**src/verilog/bus_pkg.sv**
```systemverilog
`default_nettype none

package bus_pkg;

  // ~~~~~~~~~~~~~~~~~~~~~~~~~~~~~~~~~~~~~~~~~~~~~~~~~~~~~~~~~~~~~~~~~~~~~~~~~~
  // bus word and memory geometry
  // ~~~~~~~~~~~~~~~~~~~~~~~~~~~~~~~~~~~~~~~~~~~~~~~~~~~~~~~~~~~~~~~~~~~~~~~~~~

  localparam int word_bits = 32;
  localparam int byte_offset_bits = 2;  // byte lanes within a word.
  localparam int mem_addr_bits = 8;
  localparam int mem_depth = 2 ** mem_addr_bits;  // 256 words, 1 KiB.

  typedef logic [word_bits-1:0] word_t;

  // byte address to word index. bits above the array simply wrap.
  function automatic logic [mem_addr_bits-1:0] word_index(input word_t addr);
    return addr[byte_offset_bits +: mem_addr_bits];
  endfunction

endpackage

`default_nettype wire

```
**src/verilog/reg_file.sv**
```systemverilog
`timescale 1ns/10ps
`default_nettype none

module reg_file (
  input  logic           clk,
  input  logic           reset,
  input  logic [4:0]     rs1_sel,
  input  logic [4:0]     rs2_sel,
  input  logic           rd_we,
  input  logic [4:0]     rd_sel,
  input  bus_pkg::word_t rd_data,
  output bus_pkg::word_t rs1_data,
  output bus_pkg::word_t rs2_data
);

  bus_pkg::word_t regs [1:31];  // x0 has no storage.

  always_ff @(posedge clk) begin
    if (reset) begin
      for (int i = 1; i < 32; i++) begin
        regs[i] <= '0;
      end
    end else if (rd_we && rd_sel != 5'd0) begin
      regs[rd_sel] <= rd_data;
    end
  end

  always_comb begin
    rs1_data = '0;
    rs2_data = '0;
    if (rs1_sel != 5'd0) begin
      rs1_data = regs[rs1_sel];
    end
    if (rs2_sel != 5'd0) begin
      rs2_data = regs[rs2_sel];
    end
  end

endmodule

`default_nettype wire

```
**config.mk**
```make
export PLATFORM = sky130hd
export DESIGN_NAME = reg_file
export DESIGN_NICKNAME = d
export VERILOG_FILES = /design/src/verilog/bus_pkg.sv /design/src/verilog/reg_file.sv
export SDC_FILE = /design/constraint.sdc
export NUM_CORES = 2
export LEC_CHECK = 0
export BUFFER_PORTS_ARGS = -buffer_cell sky130_fd_sc_hd__clkbuf_2
export CELL_PAD_IN_SITES_DETAIL_PLACEMENT = 0
export CELL_PAD_IN_SITES_GLOBAL_PLACEMENT = 1
export CORE_ASPECT_RATIO = 1.1
export CORE_MARGIN = 3
export CORE_UTILIZATION = 55
export CTS_CLUSTER_DIAMETER = 60
export DETAILED_ROUTE_END_ITERATION = 16
export MAX_ROUTING_LAYER = met4
export PLACE_DENSITY = 0.83
export SYNTH_ARGS = -nofsm -noshare
export SYNTH_HDL_FRONTEND = slang
export SYNTH_SLANG_ARGS = --single-unit
export TNS_END_PERCENT = 20
```
**constraint.sdc**
```tcl
create_clock -name clk -period 3.7 [get_ports clk]
set_input_delay 0.37 -clock clk [delete_from_list [all_inputs] [get_ports clk]]
set_output_delay 0.37 -clock clk [all_outputs]
set_load 0.05 [all_outputs]
```
==> flow_summary.json <==
{
  "crit_required_ns": 3.33,
  "dpl_cell_area_um2": 57700,
  "cts_buffers": 110,
  "io_buffers": 113,
  "path_clk_slew_ns": 0.06,
  "yosysWarnings": 0,
  "totalWireLength_mm": 180,
  "yosys.area.top_type": "edfxtp_1",
  "ys_seq_area_frac": 0.567,
  "yosys.area_share.simple": 0.133,
  "ys_seq_elements": 1024,
  "initial_core_util": 0.556,
  "muxShareOfSynthArea": 0.230,
  "crit_path_max_fanout": 40,
  "utilization": 0.629,
  "grt_pass1_wl_mm": 256,
  "vdd_drop_max_v": 0.000421,
  "cts_tree": "built",
  "crit_slowest_cell": "a2111oi_1",
  "synth_top_family_by_area": "multiplexers",
  "status": "finished, final reports clean",
  "p_leak_nw": 21.4,
  "vias_per_cell": 7.06,
  "max_stage_delay_ns": 0.78,
  "num_rows": 120,
  "place.gp.congestion": 0.932,
  "synth_compound_area_frac": 0.0365,
  "intPower_w": 0.0216,
  "netlist.area_leader.share": 0.567,
  "layout-drive-gt1-share": 0.292,
  "grt_pass1_vias": 36200,
  "maxCapViolCount": 0,
  "sw_frac_of_total": 0.256,
  "synthToLayoutAreaGrowth_pct": 13.2,
  "drc": 0,
  "power.switching_w": 0.00742,
  "core_area_um2": 97600,
  "max-slew-margin-rel": 0.153,
  "grt_use_total": 0.362,
  "synth_area_um2": 54200,
  "yosys.cell_types.count": 43,
  "vias": 35100,
  "fp.dieW_um": 305,
  "antenna_found_initial": 16,
  "whs_ns": 0.318,
  "comb_power_share": 0.138,
  "ant_nets": 0,
  "ctsHoldBuffers": 0,
  "power_per_cell_area_nw_per_um2": 473,
  "period_share": 0.983,
  "dp_hpwl_mm": 110,
  "crit_type": "in2out",
  "start_kind": "input pin",
  "path_cells": "buf_6 > buf_12 > nor2b_4 > buf_4 > a221o_1 > a21oi_1 > a2111oi_1 > buf_12",
  "cp.arrival_ns": 3.27,
  "seqPwrFrac": 0.475,
  "slew_viol_final": 0,
  "power_frac_clock": 0.387,
  "design_area_um2": 61400,
  "grt_overflow": 0,
  "largest_reg_flops": 1024,
  "cts_sinks": 1024,
  "dr.first_iter.drc_count": 5549,
  "htree_levels": 3,
  "nets": 3645,
  "path_delay_family": "buffers and inverters",
  "die_area_um2": 102000,
  "root_buffer": "clkbuf_16",
  "finalSetupTns_ns": 0,
  "hold_class": "in2reg",
  "rsz0062_at_grt": "no",
  "fmaxAchievable_mhz": 275,
  "worst_slew_pin_slew_ns": 1.27,
  "post-route-min-period_ns": 3.64,
  "wl_per_cell_um": 36.1,
  "ios": 114,
  "regMostFlops": "regs",
  "synthAdderAreaFrac": 0,
  "cp-end-kind": "output pin",
  "synth_xor_area_frac": 0,
  "grt_max_degree": 48,
  "avgSynthCellArea_um2": 15.5,
  "reg.largest.list": "regs: 1024 flops",
  "hold_viol": 0,
  "path_buf_inv": 4,
  "finalSetupViolations": 0,
  "syn_inst": 3500,
  "die_h_um": 335,
  "first_pass_iters": 6,
  "cpMostUsedCell": "buf_12",
  "synthTopCellsByArea": "edfxtp_1, mux4_2, and2_1",
  "cts_max_path_buffers": 3
}
==> cells in the final DEF (no fill, tap or decap), types with 17 or more instances in the layout <==
cell type,n
buf_4,173
edfxtp_1,1024
a2111oi_1,40
mux2i_1,150
and2_1,994
a22o_1,51
conb_1,32
mux2_2,30
clkinv_2,18
nor2_2,17
clkinv_1,25
nor3_1,54
buf_12,77
mux4_2,472
clkbuf_1,19
o22ai_1,103
or2_2,31
clkbuf_2,81
clkbuf_16,114
==> layout make-up <==
cell class | instances | area (um2)
tap | 1281 | 1600
clock inverter | 74 | 733
fill | 6906 | 36200
sequential | 1024 | 30700
antenna | 10 | 25.0
inverter | 2 | 7.51
timing repair buffer | 336 | 3310
clock buffer | 133 | 2920
multi-input combinational | 2121 | 22000
==> synthesized netlist by cell type, drive strengths merged <==
| cell | count |
|---|---|
| a221o | 2 |
| nand3b | 5 |
| nor2b | 14 |
| nor3b | 1 |
| a22oi | 16 |
| nor3 | 54 |
| nand4bb | 1 |
| nand4b | 1 |
| conb | 1 |
| or2 | 33 |
| a2111oi | 55 |
| and4b | 1 |
| or3b | 4 |
| nand2b | 6 |
| and2 | 995 |
| nand2 | 8 |
| inv | 2 |
| mux2 | 30 |
| a22o | 51 |
| mux2i | 150 |
| mux4 | 472 |
| o221ai | 1 |
| and3 | 3 |
| or3 | 2 |
| o22ai | 103 |
| nand3 | 5 |
| nor4 | 6 |
| a21oi | 12 |
| a211oi | 7 |
| a32o | 4 |
| o21ai | 4 |
| nor4b | 3 |
| a221oi | 4 |
| edfxtp | 1024 |
| nor2 | 36 |
| buf | 120 |
| clkbuf | 264 |
==> logic make-up after synthesis <==
group,after synthesis
flip-flops,1024
multiplexers,652
AO/OA/AOI/OAI,259
buffers and inverters,386
other,1
AND/OR/NAND/NOR,1178
==> per-stage QoR <==
step / power [W] / instances / setup slack (ns)
2_1_floorplan: 0.0163 / 3531 / 0.286
3_3_place_gp: 0.0178 / 4764 / 0.0565
3_5_place_dp: 0.0179 / 4764 / 0.117
4_1_cts: 0.0290 / 4971 / 0.0599
5_1_grt: 0.0297 / 4981 / 0.0524
6_report: 0.0290 / 4981 / 0.0616
==> power by group through the flow <==
stage	Sequential, W	Clock [W]	Combinational, W
final	0.0138	0.0112	0.00401
after global placement	0.0139	0	0.00390
after global routing	0.0138	0.0117	0.00412
after detailed placement	0.0140	0	0.00394
after floorplan	0.0138	0	0.00244
after CTS	0.0138	0.0112	0.00396
==> final timing paths <==
kind                   startpoint                    end  slack [ns]  cells past startpoint
worst min-delay path  rd_data[19]  regs[0][19]$_DFFE_PP_        0.32                      1
worst max-delay path   rs1_sel[2]           rs1_data[30]        0.06                      8
==> per-layer routing <==
layer	vias to the layer above	part of all wire	GRT usage
li1	13800	-	-
met1	17800	0.34	0.452
met2	2948	0.46	0.545
met3	646	0.13	0.0861
met4	0	0.070	0.216
met5	-	0	-
==> timing repair <==
item                                    4_1_cts  5_1_grt
endpoints found under the setup margin        3        1
gates resized for setup                       3        1
buffers inserted                              0        0
cloned                                        0        0
Power figures use the tool's default switching activity.
