===== config.mk =====
export PLATFORM = sky130hd
export DESIGN_NAME = ls_core
export DESIGN_NICKNAME = d
export VERILOG_FILES = /design/src/verilog/bus_pkg.sv /design/src/verilog/isa_pkg.sv /design/src/verilog/ls_core.sv
export SDC_FILE = /design/constraint.sdc
export NUM_CORES = 1
export LEC_CHECK = 0
export BUFFER_PORTS_ARGS = -buffer_cell sky130_fd_sc_hd__buf_2
export CORE_UTILIZATION = 54
export DETAILED_ROUTE_END_ITERATION = 8
export PLACE_DENSITY = 0.88
export SYNTH_ARGS = -nofsm -noshare
export SYNTH_HDL_FRONTEND = slang
export SYNTH_SLANG_ARGS = --single-unit
export TNS_END_PERCENT = 100

===== constraint.sdc =====
create_clock -name clk -period 7.8 [get_ports clk]
set_input_delay 0.78 -clock clk [delete_from_list [all_inputs] [get_ports clk]]
set_output_delay 0.78 -clock clk [all_outputs]
set_load 0.02 [all_outputs]

===== src/verilog/bus_pkg.sv =====
`default_nettype none

package bus_pkg;

  // ~~~~~~~~~~~~~~~~~~~~~~~~~~~~~~~~~~~~~~~~~~~~~~~~~~~~~~~~~~~~~~~~~~~~~~~~~~
  // bus word and memory geometry
  // ~~~~~~~~~~~~~~~~~~~~~~~~~~~~~~~~~~~~~~~~~~~~~~~~~~~~~~~~~~~~~~~~~~~~~~~~~~

  localparam int word_bits = 32;
  localparam int byte_offset_bits = 2;  // byte lanes within a word.
  localparam int mem_addr_bits = 8;
  localparam int mem_depth = 2 ** mem_addr_bits;  // 256 words, 1 KiB.

  typedef logic [word_bits-1:0] word_t;

  // byte address to word index. bits above the array simply wrap.
  function automatic logic [mem_addr_bits-1:0] word_index(input word_t addr);
    return addr[byte_offset_bits +: mem_addr_bits];
  endfunction

endpackage

`default_nettype wire


===== src/verilog/isa_pkg.sv =====
`default_nettype none

package isa_pkg;

  // ~~~~~~~~~~~~~~~~~~~~~~~~~~~~~~~~~~~~~~~~~~~~~~~~~~~~~~~~~~~~~~~~~~~~~~~~~~
  // opcodes and function codes
  // ~~~~~~~~~~~~~~~~~~~~~~~~~~~~~~~~~~~~~~~~~~~~~~~~~~~~~~~~~~~~~~~~~~~~~~~~~~

  typedef logic [6:0] opcode_t;

  localparam opcode_t op_imm    = 7'b0010011;  // addi.
  localparam opcode_t op_load   = 7'b0000011;  // lw.
  localparam opcode_t op_store  = 7'b0100011;  // sw.
  localparam opcode_t op_system = 7'b1110011;  // ecall.

  localparam logic [2:0] funct3_addi = 3'd0;
  localparam logic [2:0] funct3_word = 3'd2;

  typedef enum logic [1:0] {
    fault_none       = 2'd0,
    fault_illegal    = 2'd1,
    fault_misaligned = 2'd2
  } fault_t;

  // ~~~~~~~~~~~~~~~~~~~~~~~~~~~~~~~~~~~~~~~~~~~~~~~~~~~~~~~~~~~~~~~~~~~~~~~~~~
  // instruction formats
  // ~~~~~~~~~~~~~~~~~~~~~~~~~~~~~~~~~~~~~~~~~~~~~~~~~~~~~~~~~~~~~~~~~~~~~~~~~~

  typedef struct packed {
    logic [11:0] imm;
    logic [4:0]  rs1;
    logic [2:0]  funct3;
    logic [4:0]  rd;
    opcode_t     opcode;
  } i_type_t;

  typedef struct packed {
    logic [6:0] imm_hi;
    logic [4:0] rs2;
    logic [4:0] rs1;
    logic [2:0] funct3;
    logic [4:0] imm_lo;
    opcode_t    opcode;
  } s_type_t;

  typedef union packed {
    i_type_t        itype;
    s_type_t        stype;
    bus_pkg::word_t raw;
  } instr_u;

endpackage

`default_nettype wire


===== src/verilog/ls_core.sv =====
`timescale 1ns/10ps
`default_nettype none

module ls_core (
  input  logic            clk,
  input  logic            reset,
  input  logic            start,
  input  bus_pkg::word_t  start_pc,
  input  bus_pkg::word_t  bus_rdata,
  input  bus_pkg::word_t  rs1_data,
  input  bus_pkg::word_t  rs2_data,
  output logic            bus_read_en,
  output logic            bus_write_en,
  output bus_pkg::word_t  bus_addr,
  output bus_pkg::word_t  bus_wdata,
  output logic [4:0]      rs1_sel,
  output logic [4:0]      rs2_sel,
  output logic            rd_we,
  output logic [4:0]      rd_sel,
  output bus_pkg::word_t  rd_data,
  output logic            busy,
  output logic            done,
  output isa_pkg::fault_t fault,
  output logic [15:0]     retired
);

  typedef enum logic [1:0] {st_idle, st_fetch, st_execute} state_t;

  state_t          state;
  bus_pkg::word_t  pc;
  isa_pkg::instr_u instr;
  bus_pkg::word_t  imm_i;
  bus_pkg::word_t  imm_s;
  bus_pkg::word_t  eff_addr;
  logic            misaligned;
  logic            halt;
  isa_pkg::fault_t halt_fault;
  logic            retire;

  // ~~~~~~~~~~~~~~~~~~~~~~~~~~~~~~~~~~~~~~~~~~~~~~~~~~~~~~~~~~~~~~~~~~~~~~~~~~
  // decode and address generation
  // ~~~~~~~~~~~~~~~~~~~~~~~~~~~~~~~~~~~~~~~~~~~~~~~~~~~~~~~~~~~~~~~~~~~~~~~~~~

  assign imm_i = {{20{instr.itype.imm[11]}}, instr.itype.imm};
  assign imm_s = {{20{instr.stype.imm_hi[6]}}, instr.stype.imm_hi, instr.stype.imm_lo};

  assign rs1_sel = instr.itype.rs1;  // same bits in both formats.
  assign rs2_sel = instr.stype.rs2;
  assign rd_sel  = instr.itype.rd;

  assign eff_addr   = rs1_data + ((instr.itype.opcode == isa_pkg::op_store) ? imm_s : imm_i);
  assign misaligned = (eff_addr[1:0] != 2'b00);

  assign busy = (state != st_idle);

  always_comb begin
    bus_read_en  = 1'b0;
    bus_write_en = 1'b0;
    bus_addr     = pc;
    bus_wdata    = rs2_data;
    rd_we        = 1'b0;
    rd_data      = eff_addr;  // addi result.
    halt         = 1'b0;
    halt_fault   = isa_pkg::fault_none;
    retire       = 1'b0;
    case (state)
      st_fetch: begin
        bus_read_en = 1'b1;
      end
      st_execute: begin
        case (instr.itype.opcode)
          isa_pkg::op_imm: begin
            if (instr.itype.funct3 == isa_pkg::funct3_addi) begin
              rd_we  = 1'b1;
              retire = 1'b1;
            end else begin
              halt       = 1'b1;
              halt_fault = isa_pkg::fault_illegal;
            end
          end
          isa_pkg::op_load: begin
            if (instr.itype.funct3 != isa_pkg::funct3_word) begin
              halt       = 1'b1;
              halt_fault = isa_pkg::fault_illegal;
            end else if (misaligned) begin
              halt       = 1'b1;
              halt_fault = isa_pkg::fault_misaligned;
            end else begin
              bus_read_en = 1'b1;
              bus_addr    = eff_addr;
              rd_we       = 1'b1;
              rd_data     = bus_rdata;
              retire      = 1'b1;
            end
          end
          isa_pkg::op_store: begin
            if (instr.stype.funct3 != isa_pkg::funct3_word) begin
              halt       = 1'b1;
              halt_fault = isa_pkg::fault_illegal;
            end else if (misaligned) begin
              halt       = 1'b1;
              halt_fault = isa_pkg::fault_misaligned;
            end else begin
              bus_write_en = 1'b1;
              bus_addr     = eff_addr;
              retire       = 1'b1;
            end
          end
          isa_pkg::op_system: begin
            halt = 1'b1;  // ecall, clean stop.
          end
          default: begin
            halt       = 1'b1;
            halt_fault = isa_pkg::fault_illegal;
          end
        endcase
      end
      default: begin
      end
    endcase
  end

  // ~~~~~~~~~~~~~~~~~~~~~~~~~~~~~~~~~~~~~~~~~~~~~~~~~~~~~~~~~~~~~~~~~~~~~~~~~~
  // sequencing
  // ~~~~~~~~~~~~~~~~~~~~~~~~~~~~~~~~~~~~~~~~~~~~~~~~~~~~~~~~~~~~~~~~~~~~~~~~~~

  always_ff @(posedge clk) begin
    if (reset) begin
      state   <= st_idle;
      pc      <= '0;
      done    <= 1'b0;
      fault   <= isa_pkg::fault_none;
      retired <= '0;
    end else begin
      done <= 1'b0;
      case (state)
        st_idle: begin
          if (start) begin
            state   <= st_fetch;
            pc      <= start_pc;
            fault   <= isa_pkg::fault_none;
            retired <= '0;
          end
        end
        st_fetch: begin
          state <= st_execute;
        end
        st_execute: begin
          if (retire) begin
            retired <= retired + 16'd1;
          end
          if (halt) begin
            state <= st_idle;
            done  <= 1'b1;
            fault <= halt_fault;
          end else begin
            state <= st_fetch;
            pc    <= pc + 32'd4;  // no branches.
          end
        end
        default: begin
          state <= st_idle;
        end
      endcase
    end
  end

  always_ff @(posedge clk) begin
    if (state == st_fetch) begin
      instr <= bus_rdata;
    end
  end

  assert property (@(posedge clk) disable iff (reset) !(bus_write_en && rd_we))
    else $error("ls_core: store and register write in the same cycle");

endmodule

`default_nettype wire


==> results_dict.tcl, run 1 <==
set metrics [dict create \
    status "completed" \
    dp_worst_setup_slack_ps 2880 \
    holdBufCountCts 0 \
    fp.dieW_um 115 \
    globalplace.congestion 1.02 \
    clkTransAtPathRegs_ps 60 \
    hold_violations 0 \
    h-tree-depth 3 \
    drive_gt1_share_pct 25.8 \
    initial_core_util_pct 55.1 \
    nets 1191 \
    drtIter0Drc 520 \
    synth.avg_cell_area_sq_um 7.73 \
    fillCellCount 1117 \
    cp_slowest_cell "nor2_2" \
    grt_usage_pct 32.3 \
    cts_sinks 85 \
    die_height_um 115 \
    synth.distinct_cells 71 \
    area_delta_synth_final_pct 15.0 \
    tritoncts "yes" \
    vdd_drop_max_v 0.000115 \
    fin_skew_ps 10.4 \
    slew-limit-headroom_pct 23.7 \
    grt_antenna_before_repair 0 \
    grt_pass1_vias 6532 \
    numPortBuffers 200 \
    p_leak_nw 3.42 \
    clockBufferDepth 2 \
    rsz0062_at_grt "no" \
    synth_edf_count 32 \
    wirelength_um 21400 \
    drc 0 \
    gr-total-overflow 0 \
    slowest_delay_ps 890 \
    synth_cells 896 \
    final_util_pct 63.4 \
    grt_pass1_wl_um 32800 \
    fmax_mhz 189 \
    rrSetupSlack_ps 3500 \
    ioPinCount 265 \
    finalSetupViolCount 0 \
    crit_top_cell "nand3_1" \
    post-cts-setup-buffer-count 0 \
    die-area_sq_um 13300 \
    timing.rr.end "retired[5]" \
    placed_area_sq_um 7660 \
    design_area_sq_um 7970 \
    core_area_sq_um 12600 \
    cp_max_fo 37 \
    r2r-start "instr[2]" \
    drv_cap 0 \
    final_antenna_net_count 0 \
    avgRoutedWirePerCell_um 17.8 \
    worst_pin_slew_ps 1140 \
    synth_fp_nets 1066 \
    crit_end "rd_data[29]" \
    finalCritPeriodShare_pct 67.8 \
    firstDrtPassIters 5 \
    cp.arrival_ps 4510 \
    cp.required_ps 7020 \
    dr_total_vias 7161 \
    crit_chain "and4bb_2 > nand3_1 > mux2_2 > ha_1 > inv_1 > fa_1 > or3b_1 > buf_4 > nor2_2 > nand2_1 > o31a_1 > nand3_1 > buf_2" \
    async_flop_share_pct 0 \
    synthFlopType "dfxtp_1" \
    min_period_ps 5290 \
    rows 41 \
    fin_setup_tns_ps 0 \
    yosys_warnings 0 \
    netlist_area_sq_um 6930 \
    drv_slew 0 \
    diodes 0 \
    powerDensity_nw_per_um2 191 \
    cp-end-kind "output pin" \
    worstSkewPairLatency_ps 350 \
    post_cts_resized 0 \
    vias_per_cell 5.98 \
    post-route-worst-setup-slack_ps 2510 \
    criticalPathCategory "reg -> out" \
    crit_path_start "instr[2]" \
    cp-start-kind "flop" \
    finalPower_w 0.00152 \
    cts_root_buf "clkbuf_16" \
    detailed_place_hpwl_um 16400 \
    grt_max_degree 71 \
    hold_class "reg -> reg" \
    worst-r2r-cell-count 13 \
    ys_seq_area_share_pct 29.2 \
    cts_buffers 9 \
    synth_seq_cells 85 \
]
-- layer usage --
| metal | vias up | GRT usage [%] | wire [um] |
|---|---|---|---|
| li1 | 3437 | - | - |
| met1 | 3289 | 39.5 | 8720 |
| met2 | 359 | 53.3 | 10000 |
| met3 | 76 | 6.85 | 1620 |
| met4 | 0 | 17.2 | 1020 |
| met5 | - | 0 | 0 |
-- synthesized netlist by cell type (21+ instances only) --
library cell / number / area, sq um
buf_4: 47 / 353
nand3_1: 25 / 125
a21oi_1: 84 / 420
a211oi_1: 21 / 158
dfxtp_1: 53 / 1060
clkbuf_1: 37 / 139
nand4_1: 25 / 156
o21ai_0: 60 / 300
nand2_1: 138 / 518
mux2_2: 22 / 248
inv_1: 28 / 105
ha_1: 38 / 475
nor2_1: 73 / 274
nor3_1: 21 / 105
edfxtp_1: 32 / 961
-- cell type report --
cell class	count	area (sq um)	share of cell area, %
Clock buffer	12	256	3.22
Timing Repair Buffer	205	1040	13.0
Sequential cell	85	2020	25.4
Tap cell	172	215	2.70
Multi-Input combinational cell	692	4280	53.7
Clock inverter	4	53.8	0.675
Inverter	28	105	1.32
-- through the flow --
step	instances	hold slack, ps
floorplan	896	455
global placement	1182	438
detailed placement	1182	447
CTS	1198	455
global route	1198	480
finish	1198	456
-- registers in the layout (all words and copies together), names as in the netlist --
| signal | count |
|---|---|
| instr | 32 |
| pc | 32 |
| retired | 16 |
| fault | 2 |
| state | 2 |
| done | 1 |
-- kinds of logic (layout without fill, tap and decap cells) --
family | after synthesis | count (layout) | synth area share (%)
simple gates | 340 | 340 | 23.3
compound gates | 256 | 256 | 23.2
buf+inv | 119 | 249 | 9.08
flops | 85 | 85 | 29.2
fa+ha+maj | 39 | 39 | 7.15
xor+xnor | 32 | 32 | 4.05
mux | 25 | 25 | 4.01
-- report_power, final --
part	leakage, nW	total, W	switching, W	internal [W]
clock	0.154	0.000455	0.000187	0.000268
combinational	2.54	0.000541	0.000345	0.000196
sequential	0.731	0.000526	0.0000313	0.000495
total	3.42	0.00152	0.000563	0.000959
-- critical path: cells and delay by family, from the launching register on --
kind / cells / cell delay [ps]
AND/OR/NAND/NOR: 6 / 2060
buffers and inverters: 3 / 490
AO/OA/AOI/OAI: 1 / 140
flip-flops: 1 / 350
adder cells (fa/ha/maj): 2 / 780
multiplexers: 1 / 300
-- layout by cell type (no fill, tap or decap), drive strengths merged, types with 24 or more instances in the layout --
cell    Yosys  layout
nor2       74      74
inv        28      30
ha         38      38
nand3      25      25
nand2     138     138
edfxtp     32      32
dfxtp      53      53
nand4      27      27
buf        53     205
nor3       24      24
o21ai      62      62
a21oi      85      85
-- worst min path at each step --
stage,to,slack [ps],startpoint,cells past startpoint
finish,fault[1],460,fault[1],2
detailed placement,fault[1],450,fault[1],2
global route,fault[1],480,fault[1],2
floorplan,pc[0],450,pc[0],2
global placement,fault[1],440,fault[1],2
CTS,fault[1],460,fault[1],2
Power figures use the tool's default switching activity.
==> inputs of run 2 (changes only) <==
- CORE_UTILIZATION: 54 -> 46
- PLACE_DENSITY: 0.88 -> 0.8
- clock period: 7.8 -> 4.55 ns (I/O delays scaled with it)
==> results_dict.tcl, run 2 (same netlist as run 1, synthesis figures left out) <==
set metrics [dict create \
    status "completed" \
    dp.cells 1202 \
    firstDrtPassIters 6 \
    clkTransAtPathRegs_ps 70 \
    p_sw_share_pct 37.8 \
    drv_slew 0 \
    clockBufferDepth 2 \
    slowest_delay_ps 410 \
    worst_pin_slew_ps 822 \
    grt_max_degree 70 \
    globalplace.congestion 0.945 \
    instances_no_fill 1220 \
    crit_chain "and4bb_4 > nand3_4 > buf_4 > mux2_2 > ha_1 > a211oi_1 > nor2_1 > o211ai_1 > o31a_1 > a31o_1 > xor2_1 > o21ai_0 > buf_2" \
    cp-end-kind "output pin" \
    power_frac_seq_pct 34.4 \
    clock_power_share_pct 29.8 \
    cp_slowest_cell "xor2_1" \
    wirelength_um 21700 \
    hold_class "in -> reg" \
    diodes 0 \
    finalSetupViolCount 0 \
    grt_pass1_vias 6520 \
    hold_violations 0 \
    detailed_place_hpwl_um 16800 \
    holdBufCountCts 0 \
    cp.arrival_ps 3970 \
    vdd_drop_max_v 0.000214 \
    switchingPower_w 0.000988 \
    ioPinCount 265 \
    dp_worst_setup_slack_ps 249 \
    reg_top3 "instr (32), pc (32), retired (16)" \
    fp.dieW_um 125 \
    dr_total_vias 7083 \
    initial_core_util_pct 47.5 \
    final_cell_mix "198 x buf_2, 138 x nand2_1, 84 x a21oi_1" \
    p_leak_nw 3.47 \
    r2r-start "instr[3]" \
    h-tree-depth 3 \
    fin_skew_ps 10.1 \
    crit_end "bus_addr[21]" \
    post-route-worst-setup-slack_ps 124 \
    rrSetupSlack_ps 730 \
    drtIter0Drc 537 \
    cp.required_ps 4090 \
    numPortBuffers 200 \
    drive_gt1_share_pct 27.1 \
    min_period_ps 4430 \
    finalCritPeriodShare_pct 97.3 \
    cp-start-kind "flop" \
    cts_root_buf "clkbuf_16" \
    die_height_um 125 \
    grt_usage_pct 27.7 \
    vias_per_cell 5.81 \
    rows 44 \
    avgRoutedWirePerCell_um 17.8 \
    criticalPathCategory "reg -> out" \
    worst-r2r-cell-count 12 \
    drc 0 \
    combPwrFrac_pct 35.8 \
    grt_pass1_wl_um 34500 \
    cts_buffers 9 \
    tritoncts "yes" \
    final_common_cell "buf_2" \
    final_antenna_net_count 0 \
    holdWs_ps 293 \
    die-area_sq_um 15600 \
    worstSkewPairLatency_ps 360 \
    powerDensity_nw_per_um2 323 \
    core_area_sq_um 14600 \
    cts_sinks 85 \
    fmax_mhz 226 \
    min-delay-start "bus_rdata[18]" \
    crit_path_start "instr[3]" \
    cp_max_fo 5 \
    slew-limit-headroom_pct 45.2 \
    area_delta_synth_final_pct 16.8 \
    intPower_w 0.00162 \
    gr-total-overflow 0 \
    grt_antenna_before_repair 0 \
    timing.rr.end "retired[7]" \
    drv_cap 0 \
    nets 1201 \
    finalPower_w 0.00261 \
]
==> run 2: changes by cell type in the layout (fill, tap and decap cells not counted), sizes merged <==
cell and change:
inv +2, buf +10, clkinv +1, clkbuf -3
==> run 2: area by class of cell <==
cell class / instances / area (sq um)
Fill cell: 1380 / 6500
Multi-Input combinational cell: 692 / 4310
Sequential cell: 85 / 2020
Timing Repair Buffer: 215 / 1120
Tap cell: 184 / 230
Clock buffer: 9 / 225
Inverter: 28 / 105
Clock inverter: 7 / 78.8
==> run 2: worst min path at each step <==
stage	to	slack [ps]	depth (start not counted)
after floorplan	pc[0]	450	2
after global placement	fault[1]	450	2
after detailed placement	fault[0]	450	2
after CTS	instr[18]	280	1
after global routing	instr[10]	290	1
final	instr[18]	290	1
==> run 2: repair_timing <==
action                     CTS  global route
pin swaps                    0             4
buffers inserted             0             2
resized for setup            2             7
setup endpoints to repair    4             9
hold endpoints to repair     0             0
==> run 2: per-layer routing <==
layer	track usage [%]	up-vias	wire length (um)
li1	-	3452	-
met1	36.6	3281	9540
met2	44.7	308	10100
met3	4.08	42	1480
met4	12.6	0	639
met5	0	-	0
==> run 2: worst max-delay path, delay by kind of cell (launching register included) <==
| kind | cells | cell delay, ps |
|---|---|---|
| xor gates and xnor gates | 1 | 410 |
| AOI/OAI and AO/OA | 5 | 1300 |
| adders and majority gates | 1 | 300 |
| buffers and inverters | 2 | 380 |
| muxes | 1 | 280 |
| and+or+nand+nor | 3 | 600 |
| DFF | 1 | 350 |
==> run 2: power by group through the flow <==
| stage | Clock [W] | Sequential (W) | Combinational (W) |
|---|---|---|---|
| after detailed placement | 0 | 0.000915 | 0.000915 |
| after CTS | 0.000790 | 0.000898 | 0.000920 |
| after global placement | 0 | 0.000913 | 0.000908 |
| final | 0.000779 | 0.000899 | 0.000934 |
| after global routing | 0.000820 | 0.000907 | 0.00101 |
| after floorplan | 0 | 0.000900 | 0.000672 |
==> run 2: per-stage QoR <==
stage / util, % / area [sq um] / setup TNS [ps]
5_1_grt: 55.5 / 8090 / -13.4
4_1_cts: 55.2 / 8050 / 0
2_1_floorplan: - / 6930 / 0
6_report: 55.5 / 8090 / 0
3_5_place_dp: 53.0 / 7730 / 0
3_3_place_gp: 53.0 / 7730 / 0
==> inputs of run 3 (changes only) <==
- BUFFER_PORTS_ARGS: -buffer_cell sky130_fd_sc_hd__buf_2 -> not set
- CORE_UTILIZATION: 46 -> 59
- DONT_BUFFER_PORTS: not set -> 1
- PLACE_DENSITY: 0.8 -> 0.79
==> results_dict.tcl, run 3 (same netlist as run 1, synthesis figures left out) <==
set metrics [dict create \
    drc 0 \
    tritoncts "yes" \
    final_common_cell "nand2_1" \
    crit_path_start "instr[3]" \
    area_delta_synth_final_pct 3.79 \
    switchingPower_w 0.000964 \
    gr-total-overflow 0 \
    hold_violations 0 \
    cts_sinks 85 \
    status "completed" \
    routed.top_layer "met4" \
    finalCritPeriodShare_pct 97.1 \
    rrSetupSlack_ps 590 \
    grt_pass1_wl_um 31400 \
    rows 39 \
    slew-limit-headroom_pct 43.6 \
    die_height_um 110 \
    dp_worst_setup_slack_ps 331 \
    combPwrFrac_pct 33.1 \
    grt_pass1_vias 5950 \
    detailed_place_hpwl_um 16600 \
    instances_no_fill 996 \
    worstSkewPairLatency_ps 350 \
    diodes 0 \
    die-area_sq_um 12200 \
    dp.cells 977 \
    drv_cap 0 \
    power_frac_seq_pct 36.5 \
    dr_total_vias 6590 \
    worst-r2r-cell-count 12 \
    criticalPathCategory "reg -> out" \
    routedLengthMet1_um 8470 \
    nets 1018 \
    design_area_sq_um 7190 \
    powerDensity_nw_per_um2 350 \
    post-route-worst-setup-slack_ps 130 \
    clockBufferDepth 2 \
    avgRoutedWirePerCell_um 21.8 \
    hold_class "in -> reg" \
    clkTransAtPathRegs_ps 70 \
    wirelength_um 21700 \
    finalSetupViolCount 0 \
    p_sw_share_pct 38.4 \
    grt_usage_pct 34.6 \
    fin_skew_ps 10.0 \
    vdd_drop_max_v 0.000348 \
    drtIter0Drc 693 \
    firstDrtPassIters 5 \
    h-tree-depth 3 \
    grt_antenna_before_repair 0 \
    ioPinCount 265 \
    min-delay-start "reset" \
    core_area_sq_um 11400 \
    globalplace.congestion 0.965 \
    cp.arrival_ps 3960 \
    cts_root_buf "clkbuf_16" \
    final_antenna_net_count 0 \
    min_period_ps 4420 \
    regArea_sq_um 2020 \
    initial_core_util_pct 60.7 \
    r2r-start "instr[3]" \
    grt_max_degree 67 \
    p_leak_nw 2.72 \
    drv_slew 0 \
    final_cell_mix "138 x nand2_1, 84 x a21oi_1, 73 x nor2_1" \
    fmax_mhz 226 \
    fin_setup_tns_ps 0 \
    numPortBuffers 0 \
    cp.required_ps 4090 \
    cp-end-kind "output pin" \
    placed_area_sq_um 6820 \
    cts_buffers 9 \
    cp-start-kind "flop" \
    worst_pin_slew_ps 846 \
    hold_path_depth 1 \
    vias_per_cell 6.62 \
    reg_top3 "instr (32), pc (32), retired (16)" \
    dr_wl_met2_um 10100 \
    wl_met3_um 2140 \
    fp.dieW_um 110 \
    drive_gt1_share_pct 11.6 \
    multi_input_area_sq_um 4320 \
    cp_max_fo 5 \
    clock_power_share_pct 30.4 \
    fillCellCount 1050 \
    holdBufCountCts 0 \
    intPower_w 0.00155 \
]
-- run 3: cell types whose count changed in the layout (fill, tap and decap cells not counted), moves of 2 or more --
| cell | before | now |
|---|---|---|
| buf_2 | 198 | 0 |
| buf_4 | 17 | 31 |
| o31ai_1 | 6 | 8 |
| o31ai_2 | 2 | 0 |
-- run 3: worst max-delay path: stages, from the launching register on --
cell,delay (ps)
edfxtp_1,360
and4bb_4,380
nand3_4,110
mux2_2,260
ha_1,190
inv_1,70
fa_1,410
nor2b_2,150
o31a_1,260
o211ai_1,150
and3_4,200
or4_4,550
and4_4,220
nor3_2,150
buf_4,160
-- run 3: layout make-up --
class,count,share of cell area [%]
clock buffers,10,3.48
clock inverters,6,0.835
inverters,28,1.46
multi-input cells,692,60.1
flip-flops and latches,85,28.1
well taps,143,2.49
repair buffers,32,3.51
-- run 3: final timing paths --
check	to
worst min-delay path	pc[2]
worst max-delay path	rd_data[26]
worst min register to register	pc[24]
worst max register to register	retired[11]
-- run 3: power by group through the flow --
stage / Combinational [W] / Sequential [W] / Clock, W
after floorplan: 0.000672 / 0.000900 / 0
after global placement: 0.000800 / 0.000930 / 0
after detailed placement: 0.000812 / 0.000932 / 0
after CTS: 0.000816 / 0.000916 / 0.000770
after global routing: 0.000894 / 0.000924 / 0.000804
final: 0.000832 / 0.000917 / 0.000764
-- run 3: stage by stage --
stage	power (W)	hold WS [ps]	utilization (%)
3_3_place_gp	0.00173	468	59.8
2_1_floorplan	0.00157	455	-
4_1_cts	0.00250	155	62.5
6_report	0.00251	169	63.0
5_1_grt	0.00262	150	63.0
3_5_place_dp	0.00174	486	59.8
-- run 3: what timing repair did --
item,4_1_cts,5_1_grt
resized for setup,1,6
pin swaps,0,3
buffers inserted,0,3
endpoints found under the hold margin,0,0
setup endpoints to repair,3,9
-- run 3: metal layers --
metal,vias to the layer above,track usage [%]
met5,-,0
met4,0,16.9
met3,74,10.1
met2,347,57.2
met1,3070,41.1
li1,3099,-
